## config.mk

```make
export PLATFORM = sky130hd
export DESIGN_NAME = fir_top
export DESIGN_NICKNAME = d
export VERILOG_FILES = /design/src/design/fir_pkg.sv /design/src/design/fir_sequencer.sv /design/src/design/fir_tap_memory.sv /design/src/design/fir_mac.sv /design/src/design/fir_output_stage.sv /design/src/design/fir_top.sv
export SDC_FILE = /design/constraint.sdc
export NUM_CORES = 2
export LEC_CHECK = 0
export BUFFER_PORTS_ARGS = -buffer_cell sky130_fd_sc_hd__buf_2
export CAP_MARGIN = 20
export CORE_UTILIZATION = 52
export CTS_BUF_LIST = sky130_fd_sc_hd__clkbuf_4 sky130_fd_sc_hd__clkbuf_8
export CTS_CLUSTER_DIAMETER = 60
export CTS_CLUSTER_SIZE = 30
export DETAILED_ROUTE_END_ITERATION = 16
export PLACE_DENSITY = 0.68
export SETUP_SLACK_MARGIN = 0.05
export SLEW_MARGIN = 20
export SYNTH_ARGS = -nofsm -noshare
export SYNTH_HDL_FRONTEND = slang
export SYNTH_SLANG_ARGS = --single-unit
```

## constraint.sdc

```tcl
create_clock -name alu_clk -period 7.1 [get_ports alu_clk]
set_input_delay 0.71 -clock alu_clk [delete_from_list [all_inputs] [get_ports alu_clk]]
set_output_delay 0.71 -clock alu_clk [all_outputs]
set_load 0.05 [all_outputs]
```

## src/design/fir_pkg.sv

```systemverilog
/* Shared data, coefficient and accumulator widths, output scaling,
   sequencer states and MAC opcodes */

package fir_pkg;

	// Datapath widths
	localparam int DATA_W = 16;              // Signed input sample
	localparam int COEF_W = 16;              // Signed coefficient
	localparam int PROD_W = DATA_W + COEF_W; // Full precision product
	localparam int ACC_W  = PROD_W + 6;      // Headroom for up to 64 taps

	// Arithmetic right shift ahead of the 16-bit saturation
	localparam int OUT_SHIFT = 15;

	// Sequencer control states
	typedef enum logic [1:0] {
		SEQ_IDLE, // Ready, waiting for a sample
		SEQ_TAPS, // Issuing taps 0 .. N-2
		SEQ_LAST  // Issuing the final tap
	} seq_state_t;

	// Opcodes for the multiply-accumulate unit
	typedef enum logic [1:0] {
		MAC_NOP,   // Hold accumulator
		MAC_FIRST, // Load product, starts a new sum
		MAC_ACC,   // Add product
		MAC_LAST   // Add product and flag the sum as complete
	} mac_op_t;

	// Opcode sequence per sample:
	//   tap 0           -> MAC_FIRST
	//   taps 1 .. N-2   -> MAC_ACC
	//   tap N-1         -> MAC_LAST
	// Idle cycles carry MAC_NOP so the accumulator holds

endpackage

```

## src/design/fir_sequencer.sv

```systemverilog
/* Control FSM of the FIR core: input handshake, memory write strobes,
   tap index counter and the MAC opcode stream */

module fir_sequencer #(
	parameter  int N_TAPS = 16,
	localparam int TAP_AW = $clog2(N_TAPS)
) (
	input  logic               alu_clk,
	input  logic               clk_fast,  // Async reset, active low
	input  logic               valid_in,  // Sample offered
	input  logic               cload,     // Coefficient write request
	output logic               din_ready, // High while idle
	output logic               sample_wr, // Accepting edge
	output logic               coef_wr,   // Load allowed only when idle
	output logic [TAP_AW-1:0]  tap_index, // Tap being read this cycle
	output fir_pkg::mac_op_t   mac_op     // One cycle behind tap_index
);
	import fir_pkg::*;

	// Counter value of the tap before the last one
	localparam logic [TAP_AW-1:0] PRELAST_CNT = TAP_AW'(N_TAPS - 2);

	seq_state_t        state;
	logic [TAP_AW-1:0] tap_cnt;  // Tap walked this cycle
	mac_op_t           op_issue; // Opcode for tap_cnt, before alignment

	// Handshake and write strobes
	assign din_ready = (state == SEQ_IDLE);
	assign sample_wr = din_ready & valid_in;
	assign coef_wr   = din_ready & cload; // Busy loads dropped here

	assign tap_index = tap_cnt;

	// State and tap counter
	always_ff @(posedge alu_clk or negedge clk_fast) begin
		if (!clk_fast) begin
			state   <= SEQ_IDLE;
			tap_cnt <= '0;
		end else begin
			case (state)
				SEQ_IDLE: begin
					tap_cnt <= '0; // Tap 0 presented right after acceptance
					if (valid_in) begin
						state <= SEQ_TAPS;
					end
				end
				SEQ_TAPS: begin
					tap_cnt <= tap_cnt + 1'b1;
					if (tap_cnt == PRELAST_CNT) begin
						state <= SEQ_LAST; // Next tap is N-1
					end
				end
				SEQ_LAST: begin
					state   <= SEQ_IDLE; // Ready again, MAC still draining
					tap_cnt <= '0;
				end
				default: begin
					state   <= SEQ_IDLE;
					tap_cnt <= '0;
				end
			endcase
		end
	end

	// Opcode for the tap on tap_index
	always_comb begin
		case (state)
			SEQ_TAPS: begin
				if (tap_cnt == '0) begin
					op_issue = MAC_FIRST; // Fresh sum
				end else begin
					op_issue = MAC_ACC;
				end
			end
			SEQ_LAST: op_issue = MAC_LAST;
			default:  op_issue = MAC_NOP; // Idle
		endcase
	end

	// Delay by the memory read latency
	always_ff @(posedge alu_clk or negedge clk_fast) begin
		if (!clk_fast) begin
			mac_op <= MAC_NOP;
		end else begin
			mac_op <= op_issue;
		end
	end

endmodule

```

## src/design/fir_tap_memory.sv

```systemverilog
/* Coefficient memory and circular sample buffer of the FIR core
   Write pointer handling and the registered tap read */

module fir_tap_memory #(
	parameter  int N_TAPS = 16,
	localparam int TAP_AW = $clog2(N_TAPS)
) (
	input  logic                       alu_clk,
	input  logic                       clk_fast,  // Async reset, active low
	input  logic [fir_pkg::DATA_W-1:0] din,
	input  logic                       sample_wr, // Push din into the buffer
	input  logic [fir_pkg::COEF_W-1:0] cin,
	input  logic [5:0]                 caddr,
	input  logic                       coef_wr,   // Write cin to slot caddr
	input  logic [TAP_AW-1:0]          tap_index,
	output logic [fir_pkg::DATA_W-1:0] sample_q,  // x[n-k], one cycle later
	output logic [fir_pkg::COEF_W-1:0] coef_q     // c[k], one cycle later
);
	import fir_pkg::*;

	localparam logic [TAP_AW:0]   DEPTH    = (TAP_AW + 1)'(N_TAPS);
	localparam logic [TAP_AW-1:0] TOP_SLOT = TAP_AW'(N_TAPS - 1);

	logic [DATA_W-1:0] sample_mem [N_TAPS];
	logic [COEF_W-1:0] coef_mem   [N_TAPS];
	logic [TAP_AW-1:0] wr_ptr;   // Slot of the newest sample
	logic [TAP_AW-1:0] wr_next;  // Slot the next sample goes to
	logic [TAP_AW:0]   rd_wrap;  // Read slot after wrapping below zero
	logic [TAP_AW-1:0] rd_slot;
	logic              caddr_ok; // Address inside the filter length

	// Modulo N_TAPS pointer arithmetic, N need not be a power of two
	assign wr_next  = (wr_ptr == TOP_SLOT) ? '0 : wr_ptr + 1'b1;
	assign rd_wrap  = {1'b0, wr_ptr} + DEPTH - {1'b0, tap_index};
	assign rd_slot  = (wr_ptr >= tap_index) ? wr_ptr - tap_index : rd_wrap[TAP_AW-1:0];
	assign caddr_ok = ({1'b0, caddr} < 7'(N_TAPS));

	// Writes, history starts all zero
	always_ff @(posedge alu_clk or negedge clk_fast) begin
		if (!clk_fast) begin
			wr_ptr <= '0;
			for (int i = 0; i < N_TAPS; i++) begin
				sample_mem[i] <= '0;
				coef_mem[i]   <= '0;
			end
		end else begin
			if (sample_wr) begin
				sample_mem[wr_next] <= din;
				wr_ptr              <= wr_next; // Advance on each sample
			end
			if (coef_wr && caddr_ok) begin
				coef_mem[caddr[TAP_AW-1:0]] <= cin; // Out of range dropped
			end
		end
	end

	// Synchronous tap read
	always_ff @(posedge alu_clk) begin
		sample_q <= sample_mem[rd_slot];
		coef_q   <= coef_mem[tap_index];
	end

endmodule

```

## src/design/fir_mac.sv

```systemverilog
/* Two-stage multiply-accumulate unit of the FIR core
   Registered product, opcode-driven accumulator and done strobe */

module fir_mac (
	input  logic                       alu_clk,
	input  logic                       clk_fast, // Async reset, active low
	input  logic [fir_pkg::DATA_W-1:0] sample_q, // Signed sample
	input  logic [fir_pkg::COEF_W-1:0] coef_q,   // Signed coefficient
	input  fir_pkg::mac_op_t           mac_op,   // Aligned with the operands
	output logic [fir_pkg::ACC_W-1:0]  acc_q,    // Running sum
	output logic                       acc_done  // Sum in acc_q is complete
);
	import fir_pkg::*;

	logic signed [PROD_W-1:0] prod_q;   // Stage 1 product
	mac_op_t                  op_q;     // Opcode travelling with prod_q
	logic        [ACC_W-1:0]  prod_ext; // Sign extended to the accumulator

	// Stage 1, multiply
	always_ff @(posedge alu_clk) begin
		prod_q <= $signed(sample_q) * $signed(coef_q);
	end

	always_ff @(posedge alu_clk or negedge clk_fast) begin
		if (!clk_fast) begin
			op_q <= MAC_NOP;
		end else begin
			op_q <= mac_op;
		end
	end

	assign prod_ext = {{(ACC_W - PROD_W){prod_q[PROD_W-1]}}, prod_q};

	// Stage 2, accumulate
	// A new sum may enter stage 1 while stage 2 finishes the old one
	always_ff @(posedge alu_clk or negedge clk_fast) begin
		if (!clk_fast) begin
			acc_q    <= '0;
			acc_done <= 1'b0;
		end else begin
			case (op_q)
				MAC_FIRST: acc_q <= prod_ext;         // Restart
				MAC_ACC:   acc_q <= acc_q + prod_ext;
				MAC_LAST:  acc_q <= acc_q + prod_ext; // Final tap
				default:   acc_q <= acc_q;            // Hold
			endcase
			acc_done <= (op_q == MAC_LAST); // Single-cycle pulse
		end
	end

endmodule

```

## src/design/fir_output_stage.sv

```systemverilog
/* Result stage of the FIR core: arithmetic shift, saturation to 16 bits,
   output registers and the valid strobe */

module fir_output_stage (
	input  logic                       alu_clk,
	input  logic                       clk_fast, // Async reset, active low
	input  logic [fir_pkg::ACC_W-1:0]  acc_q,    // Accumulator from the MAC
	input  logic                       acc_done, // acc_q holds a finished sum
	output logic [fir_pkg::DATA_W-1:0] dout,     // Held until next strobe
	output logic                       valid,    // One-cycle strobe
	output logic [fir_pkg::ACC_W-1:0]  dout_raw  // Unsaturated sum
);
	import fir_pkg::*;

	localparam int HI_W = ACC_W - DATA_W + 1; // Bits that must match the sign

	logic signed [ACC_W-1:0]  shifted;
	logic        [HI_W-1:0]   hi_bits;
	logic                     in_range;
	logic        [DATA_W-1:0] sat_val;

	// Scale, then clamp to the signed 16-bit range
	assign shifted  = $signed(acc_q) >>> OUT_SHIFT;
	assign hi_bits  = shifted[ACC_W-1:DATA_W-1];
	assign in_range = (&hi_bits) | ~(|hi_bits); // All ones or all zeros
	assign sat_val  = in_range ? shifted[DATA_W-1:0] :
		(shifted[ACC_W-1] ? {1'b1, {(DATA_W - 1){1'b0}}}  // -32768
		                  : {1'b0, {(DATA_W - 1){1'b1}}}); // +32767

	// Result registers, loaded only on a finished sum
	always_ff @(posedge alu_clk) begin
		if (acc_done) begin
			dout     <= sat_val;
			dout_raw <= acc_q;
		end
	end

	always_ff @(posedge alu_clk or negedge clk_fast) begin
		if (!clk_fast) begin
			valid <= 1'b0;
		end else begin
			valid <= acc_done;
		end
	end

endmodule

```

## src/design/fir_top.sv

```systemverilog
/* Top level of the time-multiplexed FIR core
   Sequencer, tap memory, MAC and output stage wired together */

module fir_top #(
	parameter int N_TAPS = 16 // Filter length, 2 .. 64
) (
	input  logic                       alu_clk,   // Core clock
	input  logic                       clk_fast,  // Async reset, active low
	input  logic [fir_pkg::DATA_W-1:0] din,       // Input sample
	input  logic                       valid_in,  // Sample offered
	input  logic [fir_pkg::COEF_W-1:0] cin,       // Coefficient value
	input  logic [5:0]                 caddr,     // Coefficient slot
	input  logic                       cload,     // Coefficient write request
	output logic                       din_ready, // Idle, sample or load accepted
	output logic [fir_pkg::DATA_W-1:0] dout,      // Scaled, saturated result
	output logic                       valid,     // One-cycle result strobe
	output logic [fir_pkg::ACC_W-1:0]  dout_raw   // Full accumulator value
);
	import fir_pkg::*;

	localparam int TAP_AW = $clog2(N_TAPS);

	// Sequencer to tap memory
	logic              sample_wr;
	logic              coef_wr;
	logic [TAP_AW-1:0] tap_index;

	// Tap memory to MAC
	logic [DATA_W-1:0] sample_q;
	logic [COEF_W-1:0] coef_q;

	// Sequencer to MAC, already aligned with the read data
	mac_op_t mac_op;

	// MAC to output stage
	logic [ACC_W-1:0] acc_q;
	logic             acc_done;

	// Decode
	fir_sequencer #(
		.N_TAPS (N_TAPS)
	) u_sequencer (
		.alu_clk   (alu_clk),
		.clk_fast  (clk_fast),
		.valid_in  (valid_in),
		.cload     (cload),
		.din_ready (din_ready),
		.sample_wr (sample_wr),
		.coef_wr   (coef_wr),
		.tap_index (tap_index),
		.mac_op    (mac_op)
	);

	// Coefficients and sample history
	fir_tap_memory #(
		.N_TAPS (N_TAPS)
	) u_tap_memory (
		.alu_clk   (alu_clk),
		.clk_fast  (clk_fast),
		.din       (din),
		.sample_wr (sample_wr),
		.cin       (cin),
		.caddr     (caddr),
		.coef_wr   (coef_wr),
		.tap_index (tap_index),
		.sample_q  (sample_q),
		.coef_q    (coef_q)
	);

	// Execute
	fir_mac u_mac (
		.alu_clk  (alu_clk),
		.clk_fast (clk_fast),
		.sample_q (sample_q),
		.coef_q   (coef_q),
		.mac_op   (mac_op),
		.acc_q    (acc_q),
		.acc_done (acc_done)
	);

	// Result
	fir_output_stage u_output_stage (
		.alu_clk  (alu_clk),
		.clk_fast (clk_fast),
		.acc_q    (acc_q),
		.acc_done (acc_done),
		.dout     (dout),
		.valid    (valid),
		.dout_raw (dout_raw)
	);

endmodule

```

==> metrics.yaml <==
status:
  run_status: "finished clean"
die:
  num_rows: 101
  core_area_um2: 76300
  dieArea_um2: 78600
  die_x_um: 280
  pin_count: 98
  dieHeight_um: 280
  start_util: 0.528
setup_path:
  cp_cell_sequence: "nand2_1, inv_1, fa_1, inv_1, fa_1, inv_1, fa_1, inv_1, fa_1, fa_1, fa_1, inv_1, ha_1, and3_1, a211oi_1, a31oi_1, o41ai_1, o2111ai_1, a21oi_1, xnor2_1"
  max_stage_delay_ps: 570
  worst_setup_path_start_kind: "register"
  cp_max_fo: 16
  arrival_ps: 7190
  critPathBufInv: 5
  required_ps: 7730
  cp_top_family: "adder cells"
  path_common_cell: "fa_1"
  crit_path_end_kind: "register"
  worst-setup-path-type: "register to register"
  cpMaxStageDelayCell: "o41ai_1"
route:
  drt-vias-per-instance: 5.65
  vias: 24000
  wirelength_um: 86400
  drtIter0Drc: 1442
  routedWlPerCell_um: 20.3
  first_pass_iters: 5
  drc: 0
  ant_nets: 0
logic_synthesis:
  seq_area_frac_synth: 0.424
  synth_top_area_frac: 0.352
  synth_area_um2: 40300
  synth_warnings: 0
  synth_edf_count: 54
  syn_nets: 3587
  synthFlopType: "dfrtp_1"
  synthArstFlopShare: 0.827
  syn_inst: 3148
  yosysMostFrequentCell: "dfrtp_1"
  synth-seq-cells: 684
  synth_top_cell_by_area: "dfrtp_1"
  synth_commonest_cells: "566 x dfrtp_1, 517 x mux2_2, 304 x inv_1"
  avgSynthCellArea_um2: 12.8
  ys_top_cells_by_area: "dfrtp_1 35%, mux2_2 14%, fa_1 13%"
  yosysUniqueCellTypes: 70
sta:
  tightest_slew_ps: 1130
  skew_ps: 62.9
  clock.fmax_ghz: 0.152
  rsz0062_at_grt: "false"
  finalMaxSlewViolations: 0
  hold_violations: 0
  hold_ws_ps: 55.5
  tns_ps: 0
  min_period_over_period: 0.924
  period_needed_ps: 6560
  setup_viol: 0
  maxSlewHeadroom: 0.248
  layout_setup_ws_ps: 540
pwr:
  ir_drop_uv: 282
  p_leak_nw: 20.3
  cellPowerDensity_nw_per_um2: 373
  p_total_mw: 16.1
clock_network:
  clk_pin_slew_ps: 120
  postCtsSetupBuffers: 0
  clockBufferDepth: 3
  htree_levels: 2
  cts_repair_resize_count: 0
  root_buffer: "clkbuf_8"
  clock_sinks: 684
  cts_tree: "yes"
  ctsHoldBuffers: 0
  cts_buffers: 50
  insertion_delay_ps: 730
job:
  maxCapViolCount: 0
finish:
  drive_gt1_frac: 0.291
  fillers: 6243
  nNetsFinal: 3615
  areaGrowthSynthToFinish_pct: 6.98
grt:
  grt_pass1_vias: 25900
  grt.overflow.total: 0
  track_usage: 0.228
  grt_start_max_net_pins: 179
  antenna_found_initial: 6
  grt_pass1_wl_um: 142000
placement:
  io_buffer_count: 97
  place_congestion: 0.897
  dp_hpwl_um: 60500
  pre_cts_ws_ps: 554
hold_path:
  worstHoldPathType: "input port to asynchronous set/reset pin"
path summary, 6_finish.rpt:
kind | start | cells past startpoint | to | slack (ps)
max in group asynchronous | clk_fast | 2 | u_sequencer.tap_index[0] | 5530
min in group alu_clk | valid_in | 3 | u_sequencer.state[0] | 290
worst max-delay path | u_tap_memory.sample_q[15] | 20 | u_mac.prod_q[30] | 540
worst max register to register | u_tap_memory.sample_q[15] | 20 | u_mac.prod_q[30] | 540
worst min-delay path | clk_fast | 1 | u_tap_memory.coef_mem[89] | 60
worst min register to register | u_sequencer.mac_op[0] | 0 | u_mac.op_q[0] | 370
state kept, by name, summed over array words and instances, names as in the netlist, 16 cells and up:
signal                   flops
u_tap_memory.sample_q       16
u_mac.prod_q                32
u_tap_memory.coef_mem      256
u_tap_memory.sample_mem    256
u_output_stage.dout         16
u_mac.acc_q                 38
u_output_stage.dout_raw     38
u_tap_memory.coef_q         16
cells in the final DEF, fill, tap and decap left out, drive strengths merged, types with 13 or more instances in the layout:
cell    netlist  final
a211oi       37     37
a21o         13     13
a21oi        79     79
a31oi        18     18
and2        122    122
buf          25    144
clkbuf      142     55
clkinv        1     15
dfrtp       566    566
dfxtp        64     64
edfxtp       54     54
fa          264    264
ha          133    133
inv         304    324
mux2        517    517
mux2i        34     34
mux4        144    144
nand2       201    201
nand3        29     29
nor2        101    101
nor2b        34     34
nor3         13     13
o21ai        64     64
xnor2        52     52
cells by family (layout without fill, tap and decap cells):
| group | count (synthesis) | in the layout | synth area share |
|---|---|---|---|
| mux | 695 | 695 | 0.233 |
| flops | 684 | 684 | 0.424 |
| fa+ha+maj | 397 | 397 | 0.173 |
| buf+inv | 473 | 542 | 0.0451 |
| compound gates | 273 | 273 | 0.0431 |
| other cells | 0 | 3 | 0 |
| simple gates | 562 | 562 | 0.0682 |
| xor+xnor | 64 | 64 | 0.0139 |
through the flow:
stage,area (µm²),instances,util
2_1_floorplan,40300,3148,-
3_3_place_gp,41800,4152,0.548
3_5_place_dp,41900,4153,0.549
4_1_cts,43100,4246,0.564
5_1_grt,43100,4249,0.565
6_report,43100,4250,0.565
layer usage:
| layer | global-route usage | part of all wire | up-vias |
|---|---|---|---|
| met5 | 0 | 0.00020 | - |
| met4 | 0.0520 | 0.017 | 2 |
| met1 | 0.309 | 0.44 | 12600 |
| met3 | 0.0302 | 0.040 | 104 |
| li1 | - | - | 10900 |
| met2 | 0.392 | 0.50 | 452 |
power breakdown:
part | internal [mW] | total (mW) | switching [mW]
Sequential | 5.06 | 5.95 | 0.889
Clock | 0.907 | 2.36 | 1.46
Combinational | 3.66 | 7.77 | 4.11
Total | 9.62 | 16.1 | 6.46
cell type report:
class | instances | area (µm²) | share of cell area
diodes | 3 | 7.51 | 0.000174
clock buffers | 55 | 738 | 0.0171
clock inverters | 38 | 459 | 0.0107
inverters | 305 | 1140 | 0.0266
multi-input cells | 1991 | 21500 | 0.498
flip-flops and latches | 684 | 17100 | 0.396
well taps | 1030 | 1290 | 0.0299
repair buffers | 144 | 906 | 0.0210
(Power assumes the default switching activity.)
